==> config.mk <==
export PLATFORM = sky130hd
export DESIGN_NAME = cam_if_to_fifo
export DESIGN_NICKNAME = d
export VERILOG_FILES = /design/src/verilog/cam_timing_pkg.sv /design/src/verilog/fifo_word_pkg.sv /design/src/verilog/cam_if_to_fifo.sv /design/src/verilog/cam_sync_capture.sv /design/src/verilog/line_frame_counter.sv /design/src/verilog/lock_fsm.sv /design/src/verilog/pixel_packer.sv
export SDC_FILE = /design/constraint.sdc
export NUM_CORES = 1
export LEC_CHECK = 0
export BUFFER_PORTS_ARGS = -buffer_cell sky130_fd_sc_hd__buf_2
export CAP_MARGIN = 20
export CELL_PAD_IN_SITES_DETAIL_PLACEMENT = 1
export CELL_PAD_IN_SITES_GLOBAL_PLACEMENT = 1
export CORE_ASPECT_RATIO = 1.1
export CORE_MARGIN = 3
export CORE_UTILIZATION = 40
export DETAILED_ROUTE_END_ITERATION = 6
export HOLD_SLACK_MARGIN = 0.05
export MAX_ROUTING_LAYER = met4
export PLACE_DENSITY = 0.77
export SYNTH_ARGS = -nofsm -noshare
export SYNTH_HDL_FRONTEND = slang
export SYNTH_SLANG_ARGS = --single-unit
==> constraint.sdc <==
create_clock -name CAM_pclk_in -period 3.4 [get_ports CAM_pclk_in]
set_input_delay 0.68 -clock CAM_pclk_in [delete_from_list [all_inputs] [get_ports CAM_pclk_in]]
set_output_delay 0.68 -clock CAM_pclk_in [all_outputs]
set_load 0.005 [all_outputs]
==> src/verilog/cam_timing_pkg.sv <==
/* Camera side types. Counters are COORD_W bits wide, so a line can hold at most 8191
   subpixels. Every pixel arrives as two CAM_BIT_W-bit subpixels. */

package cam_timing_pkg;

   // Width of the subpixel and line counters
   localparam int COORD_W = 13;

   // Raw camera sample width
   localparam int CAM_BIT_W = 10;

   // Subpixel or line coordinate
   typedef logic [COORD_W-1:0] coord_t;

   // Registered camera inputs for one pixel clock
   typedef struct packed {
      logic [CAM_BIT_W-1:0] data;
      logic                 hsync;
      logic                 vsync;
      logic                 de;
   } cam_sample_t;

   // One-cycle falling edge pulses
   // Each fires one clock after the registered level drops
   typedef struct packed {
      logic hsync_end;
      logic vsync_end;
      logic de_end;
   } sync_events_t;

   // Lock tracking
   // LINE_FAULT means a bad line or a disable was seen in the current frame
   typedef enum logic [1:0] {
      NO_LOCK    = 2'd0,
      LOCKED     = 2'd1,
      LINE_FAULT = 2'd2
   } frame_state_t;

endpackage

==> src/verilog/fifo_word_pkg.sv <==
/* FIFO side types. One FIFO word holds two 8-bit subpixels with the even one on top.
   The credit count is 8 bits wide, so FIFO depth is limited to 255 entries. */

package fifo_word_pkg;

   // Two packed subpixel bytes
   // even_byte lands in bits 15:8
   typedef struct packed {
      logic [7:0] even_byte;
      logic [7:0] odd_byte;
   } pixel_bytes_t;

   // Same 16 bits seen two ways
   // Packer fills the bytes, FIFO port carries the word
   typedef union packed {
      logic [15:0]  word;
      pixel_bytes_t bytes;
   } pixel_word_u;

   // Free FIFO entries held by the writer
   typedef logic [7:0] credit_t;

endpackage

==> src/verilog/cam_if_to_fifo.sv <==
/* Single clock design, cam_en must already be synchronous to CAM_pclk_in. A word reaches
   the FIFO port two clocks after its odd subpixel is sampled, once the frame is locked. */

`timescale 1ns/1ps

module cam_if_to_fifo
   import cam_timing_pkg::*;
   import fifo_word_pkg::*;
#(
   parameter int IMG_HSIZE    = 1920,
   parameter int IMG_VSIZE    = 1080,
   parameter int FIFO_CREDITS = 16
) (
   input  logic                 CAM_pclk_in,
   input  logic                 rst,
   // Camera port
   input  logic [CAM_BIT_W-1:0] cam_data,
   input  logic                 cam_hsync,
   input  logic                 cam_vsync,
   input  logic                 cam_de,
   input  logic                 cam_en,
   // Lock status
   output logic                 hsync_lock,
   output logic                 frame_lock,
   // FIFO port
   output logic                 fifo_wr_en,
   output pixel_word_u          fifo_wr_data,
   input  logic                 fifo_credit,
   output logic                 fifo_overflow
);

   cam_sample_t  sample;
   sync_events_t events;
   coord_t       sub_count;
   coord_t       line_count;

   cam_sync_capture u_capture (
      .CAM_pclk_in (CAM_pclk_in),
      .rst         (rst),
      .cam_data    (cam_data),
      .cam_hsync   (cam_hsync),
      .cam_vsync   (cam_vsync),
      .cam_de      (cam_de),
      .sample      (sample),
      .events      (events)
   );

   line_frame_counter #(
      .IMG_HSIZE (IMG_HSIZE)
   ) u_counter (
      .CAM_pclk_in (CAM_pclk_in),
      .rst         (rst),
      .sample      (sample),
      .events      (events),
      .sub_count   (sub_count),
      .line_count  (line_count)
   );

   lock_fsm #(
      .IMG_HSIZE (IMG_HSIZE),
      .IMG_VSIZE (IMG_VSIZE)
   ) u_lock (
      .CAM_pclk_in (CAM_pclk_in),
      .rst         (rst),
      .events      (events),
      .vsync       (sample.vsync),
      .sub_count   (sub_count),
      .line_count  (line_count),
      .cam_en      (cam_en),
      .hsync_lock  (hsync_lock),
      .frame_lock  (frame_lock)
   );

   pixel_packer #(
      .FIFO_CREDITS (FIFO_CREDITS)
   ) u_packer (
      .CAM_pclk_in   (CAM_pclk_in),
      .rst           (rst),
      .sample        (sample),
      .sub_count     (sub_count),
      .frame_lock    (frame_lock),
      .cam_en        (cam_en),
      .fifo_credit   (fifo_credit),
      .fifo_wr_en    (fifo_wr_en),
      .fifo_wr_data  (fifo_wr_data),
      .fifo_overflow (fifo_overflow)
   );

endmodule

==> src/verilog/cam_sync_capture.sv <==
/* Inputs must already be in the CAM_pclk_in domain. Edge events come out two
   clocks after the port level falls. */

`timescale 1ns/1ps

module cam_sync_capture
   import cam_timing_pkg::*;
(
   input  logic                 CAM_pclk_in,
   input  logic                 rst,
   input  logic [CAM_BIT_W-1:0] cam_data,
   input  logic                 cam_hsync,
   input  logic                 cam_vsync,
   input  logic                 cam_de,
   output cam_sample_t          sample,
   output sync_events_t         events
);

   // Delayed copies of the registered sync levels
   logic hsync_d;
   logic vsync_d;
   logic de_d;

   // Input register stage
   always_ff @(posedge CAM_pclk_in) begin
      if (rst) begin
         sample <= '0;
      end else begin
         sample.data  <= cam_data;
         sample.hsync <= cam_hsync;
         sample.vsync <= cam_vsync;
         sample.de    <= cam_de;
      end
   end

   // Previous level of each sync line
   // Held high in reset so release cannot look like a falling edge
   always_ff @(posedge CAM_pclk_in) begin
      if (rst) begin
         hsync_d <= 1'b1;
         vsync_d <= 1'b1;
         de_d    <= 1'b1;
      end else begin
         hsync_d <= sample.hsync;
         vsync_d <= sample.vsync;
         de_d    <= sample.de;
      end
   end

   // Falling edge pulses, registered
   always_ff @(posedge CAM_pclk_in) begin
      if (rst) begin
         events <= '0;
      end else begin
         events.hsync_end <= hsync_d & ~sample.hsync;
         events.vsync_end <= vsync_d & ~sample.vsync;
         events.de_end    <= de_d & ~sample.de;
      end
   end

endmodule

==> src/verilog/line_frame_counter.sv <==
/* Counts subpixels only while vsync and de are both high, two per pixel.
   The line count is held at zero between frames. */

`timescale 1ns/1ps

module line_frame_counter
   import cam_timing_pkg::*;
#(
   parameter int IMG_HSIZE = 1920
) (
   input  logic         CAM_pclk_in,
   input  logic         rst,
   input  cam_sample_t  sample,
   input  sync_events_t events,
   output coord_t       sub_count,
   output coord_t       line_count
);

   // Longest line the counter is expected to see
   // A few counts past a full line are allowed before the check flags a runaway
   localparam int SUB_MARGIN = COORD_W;
   localparam int SUB_LIMIT  = 2 * IMG_HSIZE + SUB_MARGIN;

   // Subpixel position within the current line
   always_ff @(posedge CAM_pclk_in) begin
      if (rst) begin
         sub_count <= '0;
      end else if (sample.vsync && sample.de) begin
         sub_count <= sub_count + coord_t'(1);
      end else if (events.hsync_end) begin
         // Ready for the next de burst
         sub_count <= '0;
      end
   end

   // Completed lines within the current frame
   always_ff @(posedge CAM_pclk_in) begin
      if (rst) begin
         line_count <= '0;
      end else if (events.de_end && sample.vsync) begin
         line_count <= line_count + coord_t'(1);
      end else if (!sample.vsync) begin
         line_count <= '0;
      end
   end

   // hsync_end must keep clearing the count inside a frame
   a_sub_count_bound : assert property (
      @(posedge CAM_pclk_in) disable iff (rst)
      sample.vsync |-> (int'(sub_count) <= SUB_LIMIT)
   );

endmodule

==> src/verilog/lock_fsm.sv <==
/* A frame locks only if every line had exactly 2*IMG_HSIZE subpixels, IMG_VSIZE lines
   came in and cam_en stayed high. Lock is decided at each frame end. */

`timescale 1ns/1ps

module lock_fsm
   import cam_timing_pkg::*;
#(
   parameter int IMG_HSIZE = 1920,
   parameter int IMG_VSIZE = 1080
) (
   input  logic         CAM_pclk_in,
   input  logic         rst,
   input  sync_events_t events,
   input  logic         vsync,
   input  coord_t       sub_count,
   input  coord_t       line_count,
   input  logic         cam_en,
   output logic         hsync_lock,
   output logic         frame_lock
);

   localparam coord_t LINE_SUBPIX = coord_t'(2 * IMG_HSIZE);
   localparam coord_t FRAME_LINES = coord_t'(IMG_VSIZE);

   frame_state_t state;
   frame_state_t state_next;

   // Line count match, sampled while vsync is high
   // The counter clears before vsync_end arrives, so the result is held here
   logic lines_ok;

   // Line end with the wrong subpixel count inside a frame
   logic line_bad;

   assign line_bad = events.hsync_end && vsync && (sub_count != LINE_SUBPIX);

   always_ff @(posedge CAM_pclk_in) begin
      if (rst) begin
         lines_ok <= 1'b0;
      end else if (vsync) begin
         lines_ok <= (line_count == FRAME_LINES);
      end
   end

   // Next state
   // Frame end wins over a fault in the same cycle
   always_comb begin
      state_next = state;
      if (events.vsync_end) begin
         if ((state != LINE_FAULT) && lines_ok) begin
            state_next = LOCKED;
         end else begin
            state_next = NO_LOCK;
         end
      end else if (!cam_en || line_bad) begin
         state_next = LINE_FAULT;
      end
   end

   always_ff @(posedge CAM_pclk_in) begin
      if (rst) begin
         state <= NO_LOCK;
      end else begin
         state <= state_next;
      end
   end

   // Line check flag
   // Re-armed at every frame end, dropped by a bad line or a disable
   always_ff @(posedge CAM_pclk_in) begin
      if (rst) begin
         hsync_lock <= 1'b0;
      end else if (events.vsync_end) begin
         hsync_lock <= 1'b1;
      end else if (!cam_en || line_bad) begin
         hsync_lock <= 1'b0;
      end
   end

   assign frame_lock = (state == LOCKED);

   // Lock is only ever granted at a frame boundary
   a_lock_at_frame_end : assert property (
      @(posedge CAM_pclk_in) disable iff (rst)
      $rose(frame_lock) |-> $past(events.vsync_end)
   );

endmodule

==> src/verilog/pixel_packer.sv <==
/* The camera cannot be stalled, so a finished word with no credit is lost and sets a
   sticky overflow. FIFO_CREDITS must match the FIFO depth and stay below 256. */

`timescale 1ns/1ps

module pixel_packer
   import cam_timing_pkg::*;
   import fifo_word_pkg::*;
#(
   parameter int FIFO_CREDITS = 16
) (
   input  logic        CAM_pclk_in,
   input  logic        rst,
   input  cam_sample_t sample,
   input  coord_t      sub_count,
   input  logic        frame_lock,
   input  logic        cam_en,
   input  logic        fifo_credit,
   output logic        fifo_wr_en,
   output pixel_word_u fifo_wr_data,
   output logic        fifo_overflow
);

   localparam credit_t FULL_CREDITS = credit_t'(FIFO_CREDITS);

   // Word being assembled and its completion flag
   pixel_word_u pack_word;
   logic        word_done;

   // Free FIFO entries
   credit_t credits;

   // Write decision for the finished word
   logic wr_allowed;
   logic wr_go;
   logic wr_drop;

   // Stage one, byte packing
   // sub_count bit 0 tells even from odd, the first subpixel of a line is even
   always_ff @(posedge CAM_pclk_in) begin
      if (sample.vsync && sample.de) begin
         if (sub_count[0]) begin
            pack_word.bytes.odd_byte <= sample.data[CAM_BIT_W-1 -: 8];
         end else begin
            pack_word.bytes.even_byte <= sample.data[CAM_BIT_W-1 -: 8];
         end
      end
   end

   // Complete after the odd byte, only inside a de burst
   always_ff @(posedge CAM_pclk_in) begin
      if (rst) begin
         word_done <= 1'b0;
      end else begin
         word_done <= sample.vsync && sample.de && sub_count[0];
      end
   end

   assign wr_allowed = word_done && frame_lock && cam_en;
   assign wr_go      = wr_allowed && (credits != '0);
   assign wr_drop    = wr_allowed && (credits == '0);

   // Stage two, FIFO write port
   always_ff @(posedge CAM_pclk_in) begin
      if (rst) begin
         fifo_wr_en <= 1'b0;
      end else begin
         fifo_wr_en <= wr_go;
      end
   end

   always_ff @(posedge CAM_pclk_in) begin
      fifo_wr_data <= pack_word;
   end

   // Credit count
   // Spent when the write is issued, returned one per freed entry
   always_ff @(posedge CAM_pclk_in) begin
      if (rst) begin
         credits <= FULL_CREDITS;
      end else begin
         case ({wr_go, fifo_credit})
            2'b10:   credits <= credits - credit_t'(1);
            2'b01:   credits <= credits + credit_t'(1);
            default: credits <= credits;
         endcase
      end
   end

   // Sticky until reset
   always_ff @(posedge CAM_pclk_in) begin
      if (rst) begin
         fifo_overflow <= 1'b0;
      end else if (wr_drop) begin
         fifo_overflow <= 1'b1;
      end
   end

   // Each write strobe must have been backed by a credit
   a_write_has_credit : assert property (
      @(posedge CAM_pclk_in) disable iff (rst)
      fifo_wr_en |-> ($past(credits) != '0)
   );

   // The FIFO never returns more entries than it has
   a_credit_bound : assert property (
      @(posedge CAM_pclk_in) disable iff (rst)
      credits <= FULL_CREDITS
   );

endmodule
==> results of run 1 <==
==> state kept, by name, summed over array words and instances (netlist names), 2 cells and up <==
name                   flops
u_packer.fifo_wr_data     16
u_packer.pack_word        16
u_counter.line_count      13
u_capture.events           3
u_lock.state               2
u_capture.sample          11
u_packer.credits           8
u_counter.sub_count       13
==> cell usage in the layout (no fill, tap or decap), drive strengths merged, types with 4 or more instances in the layout <==
master | netlist | routed
dfxtp | 74 | 74
nor2 | 37 | 37
buf | 5 | 34
nand2 | 24 | 24
a21oi | 19 | 19
edfxtp | 16 | 16
inv | 12 | 15
nand3 | 14 | 14
nor2b | 13 | 13
xor2 | 11 | 11
ha | 11 | 11
clkbuf | 5 | 11
o21ai | 8 | 8
nor3 | 8 | 8
a31oi | 6 | 6
nand4 | 6 | 6
xnor2 | 5 | 5
nor4 | 4 | 4
o211ai | 4 | 4
or3 | 4 | 4
nor4b | 4 | 4
==> area by class of cell <==
type                            count  share of cell area
Inverter                           12              0.0117
Clock inverter                      5              0.0160
Tap cell                          108              0.0352
Timing Repair Buffer               34              0.0444
Multi-Input combinational cell    211               0.344
Sequential cell                    90               0.511
Clock buffer                       11              0.0369
==> kinds of logic (layout without fill, tap and decap cells) <==
kind of cell / after synthesis / after routing / synth area share
simple gates: 128 / 128 / 0.197
flops: 90 / 90 / 0.581
compound gates: 50 / 50 / 0.0908
fa+ha+maj: 12 / 12 / 0.0467
buf+inv: 22 / 62 / 0.0278
xor+xnor: 16 / 16 / 0.0415
mux: 5 / 5 / 0.0156
==> power by group through the flow <==
stage	logic (mW)	registers, mW	clock network, mW
final	0.153	1.14	0.741
after floorplan	0.120	1.16	0
after detailed placement	0.154	1.17	0
after global placement	0.147	1.16	0
after CTS	0.155	1.14	0.764
after global routing	0.176	1.14	0.817
==> critical path, delay by kind of cell (launching register included) <==
kind	cells	cell delay, ps
multiplexers	1	340
adder cells (fa/ha/maj)	2	580
AND/OR/NAND/NOR	3	620
flip-flops	1	370
buffers and inverters	1	160
AO/OA/AOI/OAI	4	750
==> stage by stage <==
step | util | setup slack [ps]
2_1_floorplan | - | 693
3_3_place_gp | 0.452 | 348
3_5_place_dp | 0.452 | 289
4_1_cts | 0.477 | 422
5_1_grt | 0.477 | 248
6_report | 0.477 | 470
==> routing by layer <==
metal	vias up	share of wire	GRT usage
met5	-	0	-
met4	0	0.020	0.0889
met3	10	0.041	0.0331
met2	43	0.49	0.259
met1	1141	0.45	0.180
li1	1196	-	-
==> worst paths after layout <==
path	end	depth (start not counted)	from	slack (ps)
max	u_packer.credits[7]	11	u_packer.credits[0]	470
min	u_packer.fifo_wr_data[5]	0	u_packer.pack_word[5]	340
max reg2reg	u_packer.credits[7]	11	u_packer.credits[0]	470
min reg2reg	u_packer.fifo_wr_data[5]	0	u_packer.pack_word[5]	340
==> results list, run 1 <==
* Outcome: complete, no violations
- Clock transition at the registers of the reported paths: about 90 ps
* Power density of the placed cells: 530 nW/um^2
* Die X: 93.6 um
- Minimum clock period: 2930 ps
- Die span in y: 102 um
- Area of the mapped netlist: ~3400 um^2
- The finished cells cover around 3800 um^2.
- Measured against its own limit, the worst slew margin works out to 0.446.
* Startpoint Class: flip-flop
* Ys flop type: sky130_fd_sc_hd__dfxtp_1
* Count of H-tree levels built during CTS: 3
* Avg WL per Cell: 14.0 um
- CP cell instances: nor4_1, nand2_1, nand2_1, ha_1, inv_1, ha_1, a21o_1, a31o_1, o21a_1, o21bai_1, mux2_2
- Counting flops with a built-in enable in the synthesized netlist gives 16.
- In the final layout, the share of cells above drive strength 1 is 0.163.
- Summed negative setup slack over all endpoints: 0 ps
* TritonCTS clock tree: yes
- In this run the static leakage power is 1.47 nW.
- Summed over all layers, the global routing overflow is 0.
- The worst setup path is of the reg2reg kind.
- Register Area: 1960 um^2
* Top cells by area in the synthesized netlist: sky130_fd_sc_hd__dfxtp_1 (44%), sky130_fd_sc_hd__edfxtp_1 (14%), sky130_fd_sc_hd__ha_1 (4.1%), sky130_fd_sc_hd__nor2_1 (4.0%), sky130_fd_sc_hd__xor2_1 (2.9%)
* Switching power as a share of total power: 0.239
* Largest area contributor in the synthesized netlist: sky130_fd_sc_hd__dfxtp_1
- In this run, the number of DRC markers left after iteration 0 of detailed routing was 86.
- Site Rows: 34
- Tightest hold margin: 338 ps
- Transition time at the pin with the least slew margin: 832 ps
- Post-CTS Setup Inserts: 0
* Max-cap violations: 0
- The finished layout holds about 470 standard cells, fillers aside.
- Initial cell density of the core: 0.420
- The cell sitting at the root of the clock tree is a sky130_fd_sc_hd__clkbuf_8.
- Final critical-path share of the clock period: 0.862
- Capturing element type of the critical path: flip-flop
- The final-report hold violation count was 0.
* Placed standard-cell area: between 3000 and 4000 um^2
- Data arrival at the endpoint of the critical path: ~3200 ps
- Area enclosed by the die boundary: 9580 um^2
* Part of the total power dissipated in sequential elements: 0.561
- The share of total power dissipated in combinational logic is 0.075.
* Post-synthesis async set-or-reset flop share: 0
- Vias in the first global route: 2412
* Slowest Stage Delay on Critical Path: 430 ps
* Total clock buffers created by CTS: 9
- Area of the core: around 8000 um^2
- In the routed layout, each cell is associated on average with a via count of a little over 5.
* Most common library cells after synthesis: sky130_fd_sc_hd__dfxtp_1 (74), sky130_fd_sc_hd__nor2_1 (36), sky130_fd_sc_hd__nand2_1 (24)
- For this design, the slowest cell found on the critical path is sky130_fd_sc_hd__nor4_1.
- The number of pins exceeding their max-slew limit in the final report is 0.
- Post-Synthesis Mean Instance Area: 10.5 um^2
* Maximum number of pins on one net before global-route repair: between 40 and 50
* CP Data Required Time: 3650 ps
- The first global-routing pass estimated between 10000 and 15000 um of wire.
- Routability-driven placement finished with a final weighted congestion of 0.811.
- Post-layout power: approximately 2.0 mW
- The initial antenna violation count was 0.
- IO Count: 37
- In the global route stage, overall resource usage came out at 0.158.
* Setup violators final: 0
* Wire length after detailed routing: between 6000 and 7000 um
- Synthesis produced a netlist whose cell count is 323.
- The clock drives 90 sinks.
- The internal portion of the total power is 1.55 mW.
- Setup repair after global routing left no endpoint under its margin.
* Count of different cell masters after synthesis: 46
- Of all nets on the critical path, the largest fanout is 7.
- The number of antenna diodes in the final layout is 0.
* Syn_nets: 352
- Detailed routing inserted a total of between 2k and 2.5k vias.
- Counting along the longest clock path gives a buffer depth of 2.
* Fillers: 920
- Ys Warns: 0
- Detailed-routing iteration count for the pre-antenna-repair pass: 4
- Total area of multi-input combinational cells: roughly 1300 um^2
- VDD sags by at most ~0.20 mV.
- Worst min path class: reg2reg
- Net switching power: 0.485 mW
- Gates resized during post-CTS repair numbered 0.
- Compared with the post-synthesis result, the final layout area differs by 13.6%.
- Of the total power, the clock network draws 0.364.
- Worst setup skew after layout: 8.93 ps
- Area fraction of the dominant cell type after synthesis: 0.439
- After detailed routing, the number of remaining DRC violations is 0.
- In this run, synthesis produced a sequential element count of 90.
- Detailed Place HPWL: 4620 um
* Remaining number of nets flagged by the antenna check after routing: 0
- Insertion delay of the later-clocked pin in the worst-skew pair: roughly 350 ps
- Nets: between 300 and 400
* Count of input and output buffers: 34
- Sequential-to-total area share from yosys stat: 0.581
* Peak Freq: 341 MHz
- The most common cell in the synthesized netlist is sky130_fd_sc_hd__dfxtp_1.
- Hold repair after CTS inserted 0 buffers.
- Including well taps, the total number of placed cells is 455.
Power figures use the tool's default switching activity.
==> run 2: changes to the inputs <==
--- a/config.mk
+++ b/config.mk
@@ -15,7 +15,7 @@
 export DETAILED_ROUTE_END_ITERATION = 6
 export HOLD_SLACK_MARGIN = 0.05
 export MAX_ROUTING_LAYER = met4
-export PLACE_DENSITY = 0.77
+export PLACE_DENSITY = 0.8
 export SYNTH_ARGS = -nofsm -noshare
 export SYNTH_HDL_FRONTEND = slang
 export SYNTH_SLANG_ARGS = --single-unit
==> constraint.sdc (replaced) <==
create_clock -name CAM_pclk_in -period 2.6 [get_ports CAM_pclk_in]
set_input_delay 0.52 -clock CAM_pclk_in [delete_from_list [all_inputs] [get_ports CAM_pclk_in]]
set_output_delay 0.52 -clock CAM_pclk_in [all_outputs]
set_load 0.005 [all_outputs]
==> run 2 against run 1 <==
Effect of this change:
- highest routed layer unchanged
- critical path type unchanged
- critical path depth is 2 higher
- register-to-register slack worse by 460 ps
- clock skew is 1.1 ps lower
==> results list, run 2 (same netlist as run 1, synthesis figures left out) <==
* Outcome: complete, no violations
- Number of placed cells counting well taps: 480
- CP Data Required Time: 2840 ps
- The number of pins exceeding their max-slew limit in the final report was 0.
- Once detail routing completed, the nets flagged for antenna violations numbered 0.
- Post-place setup slack: -244 ps
- After detailed routing, the number of remaining DRC violations is 0.
* Clock Tree Buf Depth: 2
- The worst setup path is of the reg2reg kind.
- Detailed Place HPWL: approximately 5200 um
- With fillers left out, the area of the finished cells amounts to 4190 um^2.
- Leakage power summed over all cells: 1.61 nW
- The library cell used most frequently in the layout, excluding fill and tap cells, is sky130_fd_sc_hd__dfxtp_1.
- Nets: 415
- For the pin with the worst max-slew slack, the measured transition is around 550 ps.
* Site Rows: 34
* Number of antenna cells inserted: 0
* FF-to-FF Start: u_packer.credits[3]
* Internal cell power: a little under 2 mW
- Post-detailed-route via-to-cell ratio: around 5
- Startpoint Class: flip-flop
- The detailed router finished its first iteration with 108 violations.
- Worst setup slack after layout: 13.5 ps
* Setup violators final: 0
- Start point of the critical path: u_packer.credits[3]
- After detailed placement, the total cell area comes to 3830 um^2.
- Worst Reg2Reg Path Length in Cells: 13
- Final GP Congestion: 0.866
- Largest registers: u_packer.fifo_wr_data x16, u_packer.pack_word x16
* Worst min path class: reg2reg
- Finished Layout Cells: between 400 and 500
- Number of hold-slack violations in the final timing report: 0
- Entering global routing, the biggest net connects 28 pins.
- Compared with the post-synthesis result, the final layout area differs by 23.9%.
* Max-cap violations: 0
- Dividing total power by cell area gives a power density of about 640 nW/um^2.
* RSZ-0062 raised after global routing: yes
- From left edge to right edge, the die measures 93.6 um.
* Initial antenna violation count: 0
- Area enclosed by the die boundary: 9580 um^2
- The critical path ends at u_packer.credits[7].
- Input and output buffers added on the ports amount to 34.
* Clock transition at the registers of the reported paths: 90 ps
- Detailed routing inserted a total of 2523 vias.
* Capturing element type of the critical path: flip-flop
- Total clock buffers created by CTS: 9
* CTS Sinks: 90
- Post-layout power: 2.69 mW
* IR drop worst, VDD: 0.221 mV
- Of all nets on the critical path, the largest fanout is 6.
- Of the total power, combinational logic draws 0.123.
- Worst setup skew after layout: 7.81 ps
- Switching power as a share of total power: 0.261
- In this run the register-to-register setup slack is 10 ps.
* Minimum clock period: around 2600 ps
- TritonCTS built the clock tree.
- Count of H-tree levels built during CTS: 3
- Net switching power: 0.701 mW
* Avg WL per Cell: roughly 15 um
- Die span in y: 102 um
- Terminus of the critical flop-to-flop path: u_packer.credits[7]
* Data arrival at the endpoint of the critical path: approximately 2800 ps
* Clock power frac: 0.320
* Min-Delay Path Depth: 0
- Peak Freq: between 300 and 400 MHz
* Vias in the first global route: around 2.7k
- Max transition margin: 0.628
* Root buf cell: sky130_fd_sc_hd__clkbuf_8
* Part of the total power dissipated in sequential elements: 0.557
* Highest-count cells in the layout ignoring fill and taps: sky130_fd_sc_hd__dfxtp_1 (72), sky130_fd_sc_hd__nor2_1 (36), sky130_fd_sc_hd__buf_2 (34), sky130_fd_sc_hd__buf_4 (26), sky130_fd_sc_hd__nand2_1 (23)
- Layout cells sized above 1: 0.269
- Wire length after detailed routing: 7420 um
- Area of the core: 8040 um^2
- Insertion delay of the later-clocked pin in the worst-skew pair: 350 ps
- The first detailed-routing pass took 4 iterations.
* Initial cell density of the core: 0.420
- Global-route total usage across every layer: 0.169
- 37 I/O pins were placed.
- Total grt overflow: 0
- Final critical-path share of the clock period: 0.995
- The first global-routing pass estimated around 12000 um of wire.
## run 2: cell types whose count changed in the layout (fill, tap and decap cells not counted), sizes merged
cell    previous run  this run
buf               34        62
clkinv             0         2
bufinv             1         0
clkbuf            11        10
## run 2: worst max-delay path, cell delays in order, from the launching register on
cell and delay [ps]:
sky130_fd_sc_hd__dfxtp_4 370, sky130_fd_sc_hd__nor4_4 300, sky130_fd_sc_hd__nand2_1 100, sky130_fd_sc_hd__nand2_2 110, sky130_fd_sc_hd__ha_4 180, sky130_fd_sc_hd__inv_8 60
sky130_fd_sc_hd__buf_4 150, sky130_fd_sc_hd__ha_4 150, sky130_fd_sc_hd__a21oi_2 190, sky130_fd_sc_hd__a21oi_2 90, sky130_fd_sc_hd__buf_4 140, sky130_fd_sc_hd__nor3_1 200
sky130_fd_sc_hd__o21bai_1 130, sky130_fd_sc_hd__mux2_4 310
## run 2: worst min path at each step
stage,from,end,slack [ps]
floorplan,u_packer.pack_word[0],u_packer.fifo_wr_data[0],320
global route,cam_data[7],u_capture.sample[10],350
detailed placement,u_packer.pack_word[7],u_packer.fifo_wr_data[7],330
CTS,u_packer.pack_word[10],u_packer.fifo_wr_data[10],340
global placement,u_packer.pack_word[0],u_packer.fifo_wr_data[0],320
finish,u_packer.pack_word[10],u_packer.fifo_wr_data[10],340
## run 2: layer usage
layer / up-vias / wire length, um / share of wire / GRT usage
li1: 1256 / - / - / -
met4: 0 / 114 / 0.015 / 0.0656
met5: - / 0 / 0 / -
met1: 1214 / 3140 / 0.42 / 0.189
met2: 43 / 3890 / 0.52 / 0.295
met3: 10 / 273 / 0.037 / 0.0361
## run 2: cell type report
| cell class | instances | area [um^2] |
|---|---|---|
| clock buffer | 10 | 128 |
| clock inverter | 6 | 48.8 |
| fill | 881 | 3850 |
| inverter | 12 | 52.6 |
| multi-input combinational | 211 | 1460 |
| sequential | 90 | 1970 |
| tap | 108 | 135 |
| timing repair buffer | 62 | 388 |
## run 2: power by group through the flow
| stage | sequential, mW | clock (mW) | combinational [mW] |
|---|---|---|---|
| 2_1_floorplan | 1.51 | 0 | 0.159 |
| 3_3_place_gp | 1.52 | 0 | 0.250 |
| 3_5_place_dp | 1.52 | 0 | 0.265 |
| 4_1_cts | 1.50 | 0.889 | 0.277 |
| 5_1_grt | 1.50 | 0.950 | 0.369 |
| 6_report | 1.50 | 0.862 | 0.331 |
## run 2: repair_timing
action	4_1_cts	5_1_grt
resized for setup	11	19
setup buffers	1	2
pin swaps	1	13
hold endpoints to repair	0	0
setup endpoints to repair	4	3
hold buffers	0	0
## run 2: through the flow
step                hold slack (ps)  TNS [ps]  utilization
floorplan                       323         0            -
global placement                323      -114        0.476
detailed placement              330      -403        0.476
CTS                             344         0        0.505
global route                    353      -169        0.521
finish                          344         0        0.521
